**src/rtl/cpu_pkg.sv**
```systemverilog
package cpu_pkg;

    // Bus and register sizes
    localparam int data_width = 8;  // Data bus, A, X, Y
    localparam int addr_width = 16; // Address bus and PC

    // Low byte of the start address; the high byte sits at the next address
    localparam logic [addr_width-1:0] reset_vector = 16'hfffc;

    // High address byte for zero-page reads and stores
    localparam logic [data_width-1:0] zero_page = 8'h00;

    // Bus cycle states
    typedef enum logic [2:0] {
        vector_low       = 3'd0, // Read FFFC
        vector_high      = 3'd1, // Read FFFD, load PC
        fetch_opcode     = 3'd2, // Opcode read, previous result committed
        fetch_operand    = 3'd3, // Second instruction byte
        fetch_high       = 3'd4, // Third byte of JMP absolute
        zero_page_access = 3'd5  // Read or write at 00xx
    } cpu_state_e;

    // ALU group, opcode bits 7 to 5
    typedef enum logic [2:0] {
        op_ora = 3'd0,
        op_and = 3'd1,
        op_eor = 3'd2,
        op_adc = 3'd3,
        op_sta = 3'd4, // Store, ALU result unused
        op_lda = 3'd5, // Pass operand
        op_cmp = 3'd6, // Carry only
        op_sbc = 3'd7
    } alu_op_e;

    // Shift group, opcode bits 6 to 5
    typedef enum logic [1:0] {
        op_asl = 2'd0,
        op_rol = 2'd1,
        op_lsr = 2'd2,
        op_ror = 2'd3
    } shift_op_e;

endpackage
```
**src/rtl/cpu_core.sv**
```systemverilog
`timescale 1ns/1ps

module cpu_core (
    input  logic                           clock,
    input  logic                           reset,
    input  logic                           enable,        // Global clock enable
    input  logic [cpu_pkg::data_width-1:0] data_in,
    output logic [cpu_pkg::addr_width-1:0] address,
    output logic [cpu_pkg::data_width-1:0] data_out,
    output logic                           write_enable,
    output logic                           sync           // Opcode fetch cycle
);

    logic [cpu_pkg::data_width-1:0] opcode, operand, store_data;
    logic                           execute;
    cpu_pkg::alu_op_e               alu_op;
    cpu_pkg::shift_op_e             shift_op;
    logic                           is_two_cycle, is_zero_page, is_jump, is_store;
    logic                           uses_alu, is_shift, load_a, load_x, load_y;
    logic                           count_x, count_y, count_up, count_down;
    logic                           transfer_from_a, set_carry_direct;

    cpu_sequencer sequencer (
        .clock(clock), .reset(reset), .enable(enable), .data_in(data_in),
        .is_two_cycle(is_two_cycle), .is_zero_page(is_zero_page),
        .is_jump(is_jump), .is_store(is_store), .store_data(store_data),
        .address(address), .data_out(data_out), .write_enable(write_enable),
        .sync(sync), .opcode(opcode), .operand(operand), .execute(execute)
    );

    // Selects follow the opcode register
    cpu_decode decode (
        .opcode(opcode), .alu_op(alu_op), .shift_op(shift_op),
        .is_two_cycle(is_two_cycle), .is_zero_page(is_zero_page),
        .is_jump(is_jump), .is_store(is_store),
        .uses_alu(uses_alu), .is_shift(is_shift),
        .load_a(load_a), .load_x(load_x), .load_y(load_y),
        .count_x(count_x), .count_y(count_y),
        .count_up(count_up), .count_down(count_down),
        .transfer_from_a(transfer_from_a), .set_carry_direct(set_carry_direct)
    );

    cpu_datapath datapath (
        .clock(clock), .reset(reset), .execute(execute),
        .opcode(opcode), .operand(operand),
        .alu_op(alu_op), .shift_op(shift_op),
        .uses_alu(uses_alu), .is_shift(is_shift),
        .load_a(load_a), .load_x(load_x), .load_y(load_y),
        .count_x(count_x), .count_y(count_y),
        .count_up(count_up), .count_down(count_down),
        .transfer_from_a(transfer_from_a), .set_carry_direct(set_carry_direct),
        .store_data(store_data)
    );

endmodule

```
**src/rtl/cpu_datapath.sv**
```systemverilog
`timescale 1ns/1ps

module cpu_datapath (
    input  logic                           clock,
    input  logic                           reset,
    input  logic                           execute,
    input  logic [cpu_pkg::data_width-1:0] opcode,
    input  logic [cpu_pkg::data_width-1:0] operand,
    input  cpu_pkg::alu_op_e               alu_op,
    input  cpu_pkg::shift_op_e             shift_op,
    input  logic                           uses_alu,
    input  logic                           is_shift,
    input  logic                           load_a,
    input  logic                           load_x,
    input  logic                           load_y,
    input  logic                           count_x,
    input  logic                           count_y,
    input  logic                           count_up,
    input  logic                           count_down,
    input  logic                           transfer_from_a,
    input  logic                           set_carry_direct,
    output logic [cpu_pkg::data_width-1:0] store_data
);

    logic [cpu_pkg::data_width-1:0] a_reg, x_reg, y_reg;
    logic                           carry;
    logic [cpu_pkg::data_width-1:0] alu_result, shift_result;
    logic                           alu_carry, shift_carry;
    logic [cpu_pkg::data_width-1:0] count_in, count_out;
    logic [cpu_pkg::data_width-1:0] internal_bus;
    logic                           next_carry;

    cpu_alu alu (
        .a(a_reg), .b(operand), .carry_in(carry), .op(alu_op),
        .result(alu_result), .carry_out(alu_carry)
    );

    cpu_shift shifter (
        .value(a_reg), .carry_in(carry), .op(shift_op),
        .result(shift_result), .carry_out(shift_carry)
    );

    // Counter unit, plain pass for TXA and TYA
    assign count_in  = count_x ? x_reg : y_reg;
    assign count_out = count_in + {8{count_down}} + {7'd0, count_up};

    always_comb
    begin
        if (uses_alu)
            internal_bus = alu_result;
        else if (is_shift)
            internal_bus = shift_result;
        else if (transfer_from_a)
            internal_bus = a_reg;                          // TAX, TAY
        else if (count_x | count_y)
            internal_bus = count_out;
        else
            internal_bus = operand;                        // LDX, LDY
    end

    // SEC and CLC take bit 5 of the opcode
    assign next_carry = set_carry_direct ? opcode[5] :
                        uses_alu         ? alu_carry :
                        is_shift         ? shift_carry : carry;

    always_ff @(posedge clock)
    begin
        if (reset)
        begin
            a_reg <= '0;
            x_reg <= '0;
            y_reg <= '0;
            carry <= 1'b0;
        end
        else if (execute)
        begin
            if (load_a) a_reg <= internal_bus;
            if (load_x) x_reg <= internal_bus;
            if (load_y) y_reg <= internal_bus;
            carry <= next_carry;                           // CMP lands here only
        end
    end

    // Store source by class bits
    always_comb
    begin
        case (opcode[1:0])
            2'b00:   store_data = y_reg;                   // STY
            2'b10:   store_data = x_reg;                   // STX
            default: store_data = a_reg;                   // STA
        endcase
    end

endmodule

```
**src/rtl/cpu_sequencer.sv**
```systemverilog
`timescale 1ns/1ps

module cpu_sequencer (
    input  logic                           clock,
    input  logic                           reset,
    input  logic                           enable,
    input  logic [cpu_pkg::data_width-1:0] data_in,
    input  logic                           is_two_cycle,
    input  logic                           is_zero_page,
    input  logic                           is_jump,
    input  logic                           is_store,
    input  logic [cpu_pkg::data_width-1:0] store_data,
    output logic [cpu_pkg::addr_width-1:0] address,
    output logic [cpu_pkg::data_width-1:0] data_out,
    output logic                           write_enable,
    output logic                           sync,
    output logic [cpu_pkg::data_width-1:0] opcode,
    output logic [cpu_pkg::data_width-1:0] operand,
    output logic                           execute
);

    cpu_pkg::cpu_state_e            state, next_state;
    logic [cpu_pkg::addr_width-1:0] pc, next_pc;

    // Cycle control
    always_comb
    begin
        next_state   = state;
        next_pc      = pc;
        address      = pc;
        write_enable = 1'b0;
        sync         = 1'b0;
        case (state)
            cpu_pkg::vector_low:
            begin
                address    = cpu_pkg::reset_vector;        // Low byte lands in operand
                next_state = cpu_pkg::vector_high;
            end
            cpu_pkg::vector_high:
            begin
                address    = cpu_pkg::reset_vector + 16'd1;
                next_pc    = {data_in, operand};
                next_state = cpu_pkg::fetch_opcode;
            end
            cpu_pkg::fetch_opcode:
            begin
                sync       = 1'b1;
                next_pc    = pc + 16'd1;
                next_state = cpu_pkg::fetch_operand;
            end
            cpu_pkg::fetch_operand:
            begin
                if (!is_two_cycle)
                    next_pc = pc + 16'd1;                  // Skip the operand byte
                if (is_zero_page)
                    next_state = cpu_pkg::zero_page_access;
                else if (is_jump)
                    next_state = cpu_pkg::fetch_high;
                else
                    next_state = cpu_pkg::fetch_opcode;    // Immediate, implied, accumulator
            end
            cpu_pkg::fetch_high:
            begin
                next_pc    = {data_in, operand};           // JMP target
                next_state = cpu_pkg::fetch_opcode;
            end
            cpu_pkg::zero_page_access:
            begin
                address      = {cpu_pkg::zero_page, operand};
                write_enable = is_store;
                next_state   = cpu_pkg::fetch_opcode;
            end
            default: next_state = cpu_pkg::vector_low;
        endcase
    end

    assign data_out = store_data;                          // Only sampled with write_enable
    assign execute  = enable & (state == cpu_pkg::fetch_opcode);

    always_ff @(posedge clock)
    begin
        if (reset)
        begin
            state  <= cpu_pkg::vector_low;
            pc     <= cpu_pkg::reset_vector;
            opcode <= 8'h4c;                               // JMP abs, no datapath effect
        end
        else if (enable)
        begin
            state <= next_state;
            pc    <= next_pc;
            if (state == cpu_pkg::fetch_opcode)
                opcode <= data_in;
        end
    end

    // Registered data input, also the low byte for vector and JMP
    always_ff @(posedge clock)
    begin
        if (enable)
            operand <= data_in;
    end

endmodule

```
**src/rtl/cpu_shift.sv**
```systemverilog
`timescale 1ns/1ps

module cpu_shift (
    input  logic [cpu_pkg::data_width-1:0] value,
    input  logic                           carry_in,
    input  cpu_pkg::shift_op_e             op,
    output logic [cpu_pkg::data_width-1:0] result,
    output logic                           carry_out
);

    logic rotate;
    logic right;
    logic fill;  // Bit entering the vacated end

    assign rotate = (op == cpu_pkg::op_rol) | (op == cpu_pkg::op_ror);
    assign right  = (op == cpu_pkg::op_lsr) | (op == cpu_pkg::op_ror);
    assign fill   = rotate & carry_in;

    always_comb
    begin
        if (right)
            {result, carry_out} = {fill, value};     // Bit 0 falls out
        else
            {carry_out, result} = {value, fill};     // Bit 7 falls out
    end

endmodule

```
**src/rtl/cpu_alu.sv**
```systemverilog
`timescale 1ns/1ps

module cpu_alu (
    input  logic [cpu_pkg::data_width-1:0] a,
    input  logic [cpu_pkg::data_width-1:0] b,
    input  logic                           carry_in,
    input  cpu_pkg::alu_op_e               op,
    output logic [cpu_pkg::data_width-1:0] result,
    output logic                           carry_out
);

    logic                           subtract;
    logic                           add_carry;
    logic [cpu_pkg::data_width-1:0] addend;
    logic [cpu_pkg::data_width:0]   sum;  // Carry in the top bit

    // CMP and SBC add the complement of b
    assign subtract  = (op == cpu_pkg::op_cmp) | (op == cpu_pkg::op_sbc);
    assign addend    = subtract ? ~b : b;
    assign add_carry = (op == cpu_pkg::op_cmp) | carry_in; // CMP always as A - b
    assign sum       = {1'b0, a} + {1'b0, addend} + {8'd0, add_carry};

    always_comb
    begin
        result    = a;
        carry_out = carry_in;                              // Logic ops keep carry
        case (op)
            cpu_pkg::op_ora: result = a | b;
            cpu_pkg::op_and: result = a & b;
            cpu_pkg::op_eor: result = a ^ b;
            cpu_pkg::op_lda: result = b;
            cpu_pkg::op_adc, cpu_pkg::op_sbc:
            begin
                result    = sum[cpu_pkg::data_width-1:0];
                carry_out = sum[cpu_pkg::data_width];      // Borrow inverted for SBC
            end
            cpu_pkg::op_cmp: carry_out = sum[cpu_pkg::data_width]; // Set when a >= b
            default: result = a;                           // STA never reads the ALU
        endcase
    end

endmodule

```
**src/rtl/cpu_decode.sv**
```systemverilog
`timescale 1ns/1ps

module cpu_decode (
    input  logic [cpu_pkg::data_width-1:0] opcode,
    output cpu_pkg::alu_op_e               alu_op,
    output cpu_pkg::shift_op_e             shift_op,
    output logic                           is_two_cycle,     // One-byte two-cycle form
    output logic                           is_zero_page,
    output logic                           is_jump,
    output logic                           is_store,
    output logic                           uses_alu,
    output logic                           is_shift,
    output logic                           load_a,
    output logic                           load_x,
    output logic                           load_y,
    output logic                           count_x,
    output logic                           count_y,
    output logic                           count_up,
    output logic                           count_down,
    output logic                           transfer_from_a,
    output logic                           set_carry_direct
);

    logic [2:0] group_field; // aaa
    logic [2:0] mode_field;  // bbb
    logic [1:0] class_field; // cc
    logic       implied;
    logic       inx, iny, dex, dey, txa, tya;

    assign group_field = opcode[7:5];
    assign mode_field  = opcode[4:2];
    assign class_field = opcode[1:0];

    assign alu_op   = cpu_pkg::alu_op_e'(opcode[7:5]);
    assign shift_op = cpu_pkg::shift_op_e'(opcode[6:5]);

    // Single-byte forms live in columns x10 with even class
    assign implied = (mode_field ==? 3'b?10) & ~class_field[0];

    // Register moves and counters, all xxx_x10_x0
    assign inx = (group_field == 3'b111) & (mode_field == 3'b010) & (class_field == 2'b00);
    assign iny = (group_field == 3'b110) & (mode_field == 3'b010) & (class_field == 2'b00);
    assign dex = (group_field == 3'b110) & (mode_field == 3'b010) & (class_field == 2'b10);
    assign dey = (group_field == 3'b100) & (mode_field == 3'b010) & (class_field == 2'b00);
    assign txa = (group_field == 3'b100) & (mode_field == 3'b010) & (class_field == 2'b10);
    assign tya = (group_field == 3'b100) & (mode_field == 3'b110) & (class_field == 2'b00);

    // Sequencer classes; immediate is the fall-through
    assign is_two_cycle = implied;                     // No operand byte, PC holds
    assign is_zero_page = (mode_field == 3'b001);
    assign is_jump      = (group_field == 3'b010) & (mode_field == 3'b011) & (class_field == 2'b00);
    assign is_store     = (group_field == 3'b100) & (mode_field == 3'b001); // STY STA STX

    // Datapath selects
    assign uses_alu         = (class_field == 2'b01) & (group_field != 3'b100);
    assign is_shift         = ~group_field[2] & (mode_field == 3'b010) & (class_field == 2'b10);
    assign transfer_from_a  = (group_field == 3'b101) & (mode_field == 3'b010) & ~class_field[0];
    assign set_carry_direct = (group_field[2:1] == 2'b00) & (mode_field == 3'b110)
                              & (class_field == 2'b00);    // CLC, SEC

    assign load_a  = (uses_alu & (group_field != 3'b110)) | is_shift | txa | tya; // Not CMP
    assign load_x  = ((group_field == 3'b101) & (class_field == 2'b10)) | inx | dex; // LDX TAX
    assign load_y  = ((group_field == 3'b101) & (class_field == 2'b00)) | iny | dey; // LDY TAY

    assign count_x    = txa | inx | dex;
    assign count_y    = tya | iny | dey;
    assign count_up   = inx | iny;
    assign count_down = dex | dey;

endmodule

```
**config.mk**
```make
export PLATFORM = sky130hd
export DESIGN_NAME = cpu_core
export DESIGN_NICKNAME = d
export VERILOG_FILES = /design/src/rtl/cpu_pkg.sv /design/src/rtl/cpu_core.sv /design/src/rtl/cpu_datapath.sv /design/src/rtl/cpu_sequencer.sv /design/src/rtl/cpu_shift.sv /design/src/rtl/cpu_alu.sv /design/src/rtl/cpu_decode.sv
export SDC_FILE = /design/constraint.sdc
export NUM_CORES = 1
export LEC_CHECK = 0
export ABC_AREA = 1
export BUFFER_PORTS_ARGS = -buffer_cell sky130_fd_sc_hd__buf_2
export CAP_MARGIN = 10
export CORE_MARGIN = 2
export CORE_UTILIZATION = 45
export CTS_CLUSTER_SIZE = 30
export DETAILED_ROUTE_END_ITERATION = 10
export GPL_TIMING_DRIVEN = 0
export SYNTH_ARGS = -nofsm -noshare
export SYNTH_HDL_FRONTEND = slang
export SYNTH_SLANG_ARGS = --single-unit
```
**constraint.sdc**
```tcl
create_clock -name clock -period 2.85 [get_ports clock]
set_input_delay 0.4275 -clock clock [delete_from_list [all_inputs] [get_ports clock]]
set_output_delay 0.4275 -clock clock [all_outputs]
set_load 0.01 [all_outputs]
```
==> out/metrics.cfg <==
[outcome]
outcome = complete, but fails checks
violations = negative setup slack

[sta]
rsz0062_at_grt = true
fin_crit_sh_pct = 102.9
fmax_mhz = 340.9
max-slew-margin-rel_pct = 53.12
setup_ws_ns = -0.08304
hold_violations = 0
skew_ns = 0.008554
setup_viol = 6
timing.hold.ws_ns = 0.2654
finalSetupTns_ns = -0.2559
fin_crit_ns = 2.933
final_max_slew_viol_count = 0
worstMarginPinSlew_ns = 0.6968

[job]
maxCapViolations = 0

[worst_setup_path]
worst-r2r-cell-count = 23
crit_arrival_ns = 3.20
required_ns = 3.12
worstSetupPathType = register to register
cp.buffers_inverters = 4
crit_path_frequent_cell = nand2_1
cp_cell_sequence = buf_8 > clkinv_8 > nand3_4 > nor2_4 > nand2_2 > nand3_4 > buf_8 > nand2_4 > o21ai_4 > fa_2 > fa_2 > o21ai_2 > nand2_1 > nand2_2 > a21oi_2 > nand2_1 > nand3_1 > nand3_1 > nand2_1 > nand2_2 > nand3_2 > nand2_1 > inv_1
endpoint_kind = register
cpPeakStageDelay_ns = 0.39
crit_family = simple AND/OR/NAND/NOR gates
critPathSlowestCell = fa_2
cp.depth = 23
start_kind = register
path_max_fanout = 7

[synth]
synth_cell_types = 51
syn_nets = 784
synth_area_sq_um = 5014
post_synth_inst_count = 739
synth_seq_cells = 60
syn_area_per_cell_sq_um = 6.784
yosys.area.top_type = dfxtp_1
synth_edf_count = 8
yosysWarnings = 0
synthTopCellsByArea = dfxtp_1 (21%), nand2_1 (9.7%), o21ai_0 (9.4%), ha_1 (7.5%), inv_1 (7.0%)
synthFlopType = dfxtp_1
ys_seq_area_share_pct = 25.56
synthArstFlopShare_pct = 0
synth.top_cell.area_share_pct = 20.76

[floorplan]
chipWidth_um = 109.6
die-area_sq_um = 12000
start_util_pct = 46.25
fp.coreArea_sq_um = 10840
ios = 37
die_h_um = 109.6
rows = 38

[placement]
post-place-ws_ns = -0.4333
post-dp-hpwl_mm = 12.70
dpl_cell_area_sq_um = 5390
gp_congestion = 0.9455
port_buffers = 35

[finish]
nets = 856
largest_reg_flops = 16
drive_gt1_share_pct = 22.18
largest-register = sequencer.pc
num_antenna_cells = 0
area_growth_pct = 19.39
fin_area_sq_um = 5986

[clock_network]
clk_pin_slew_ns = 0.08
postCtsHoldBufs = 0
cts.sinks = 60
cts_buffers = 9
clock_path_buffers = 2
htree_levels = 3
clk_latency_ns = 0.36
cts_tree = built
cts-root-buf = clkbuf_8

[global_route]
grt_pass1_wl_mm = 26.97
antenna_found_initial = 0
grt_remaining_overflow = 0
grt_pass1_vias = 5229
grt_max_degree = 15
grt.total_usage_pct = 29.56

[drt]
ant_nets = 0
routedWlPerCell_um = 17.45
wirelength_mm = 16.68
drt_iter0_drc = 525
drtPass1Iterations = 6
drc = 0
viasPerCell = 5.661
vias = 5412

[pwr]
power.leakage_nw = 2.658
peakVddDrop_uv = 375.3
p_per_area_nw_per_um2 = 379.0

[worst_hold_path]
hp-class = input port to register
hold_depth = 1

[power breakdown]
part           internal [mW]  switching, mW  leakage, nW
registers              0.898         0.0480        0.501
logic                  0.167          0.325         2.06
clock network          0.450          0.382       0.0995
total                   1.51          0.754         2.66
[logic make-up (layout without fill, tap and decap cells)]
group	count (synthesis)	in the layout	synth area share (%)
AOI/OAI and AO/OA	223	223	26.23
xor gates and xnor gates	22	22	3.843
adders and majority gates	34	34	9.084
buffers and inverters	142	219	11.60
DFF	60	60	25.56
and+or+nand+nor	258	258	23.68
[timing repair]
item | in CTS | in global routing
resized for setup | 30 | 31
endpoints found under the setup margin | 22 | 19
pin swaps | 9 | 19
setup buffers | 19 | 7
[cells in the final DEF, fill, tap and decap left out, drive strengths merged, types with 2 or more instances in the layout]
master and n:
ha 30, inv 112, nor3 9, a31oi 3, clkinv 5, a21oi 67
nand4 9, nand3 46, fa 4, o21ai 107, o221ai 15, o211ai 12
nor2 57, nand2 135, o22ai 4, buf 77, a22oi 2, a211oi 2
o21bai 4, xor2 17, clkbuf 23, dfxtp 52, edfxtp 8, xnor2 5
nor4 2, a221oi 2
[cell usage after synthesis, types with 9 or more instances]
master	n
a21oi_1	62
clkbuf_1	13
dfxtp_1	52
ha_1	30
inv_1	94
inv_2	17
nand2_1	130
nand3_1	40
nand4_1	9
nor2_1	49
o211ai_1	10
o21ai_0	94
o21ai_1	10
o221ai_1	15
xor2_1	17
[path summary, 6_finish.rpt]
check / slack (ns) / from / to
worst min-delay path: 0.27 / data_in[3] / sequencer.operand[3]
worst min register to register: 0.50 / sequencer.pc[15] / sequencer.pc[15]
worst max register to register: -0.08 / sequencer.opcode[5] / datapath.a_reg[6]
worst max-delay path: -0.08 / sequencer.opcode[5] / datapath.a_reg[6]
[cell type report]
class,count,area (sq um)
clock buffer,11,152.6
timing repair buffer,61,374.1
sequential,60,1291
tap,140,175.2
multi-input combinational,537,3314
clock inverter,5,50.05
inverter,114,447.9
fill,1102,4855
buffer,28,180.2
[per-layer routing]
| metal | up-vias | part of all wire (%) | wire length (um) | global-route usage, % |
|---|---|---|---|---|
| met5 | - | 0 | 0 | 0 |
| li1 | 2646 | - | - | - |
| met1 | 2540 | 47 | 7859 | 42.90 |
| met2 | 188 | 43 | 7235 | 43.69 |
| met3 | 38 | 7.1 | 1177 | 4.564 |
| met4 | 0 | 2.5 | 412 | 11.48 |
[per-stage QoR]
| stage | power (mW) | instances | util (%) |
|---|---|---|---|
| 4_1_cts | 2.256 | 949 | 53.82 |
| 3_3_place_gp | 1.406 | 914 | 49.72 |
| 5_1_grt | 2.375 | 956 | 55.22 |
| 6_report | 2.269 | 956 | 55.22 |
| 3_5_place_dp | 1.416 | 914 | 49.72 |
| 2_1_floorplan | 1.269 | 739 | - |
[worst register-to-register path, cell delays in order (launching register included)]
cell      delay (ns)
dfxtp_2         0.33
buf_8           0.13
clkinv_8        0.07
nand3_4         0.08
nor2_4          0.05
nand2_2         0.09
nand3_4         0.09
buf_8           0.14
nand2_4         0.06
o21ai_4         0.06
fa_2            0.39
fa_2            0.38
o21ai_2         0.19
nand2_1         0.08
nand2_2         0.08
a21oi_2         0.05
nand2_1         0.05
nand3_1         0.07
nand3_1         0.09
nand2_1         0.07
nand2_2         0.09
nand3_2         0.08
nand2_1         0.07
inv_1           0.04
Note: power is estimated with default switching activity, not from simulation.
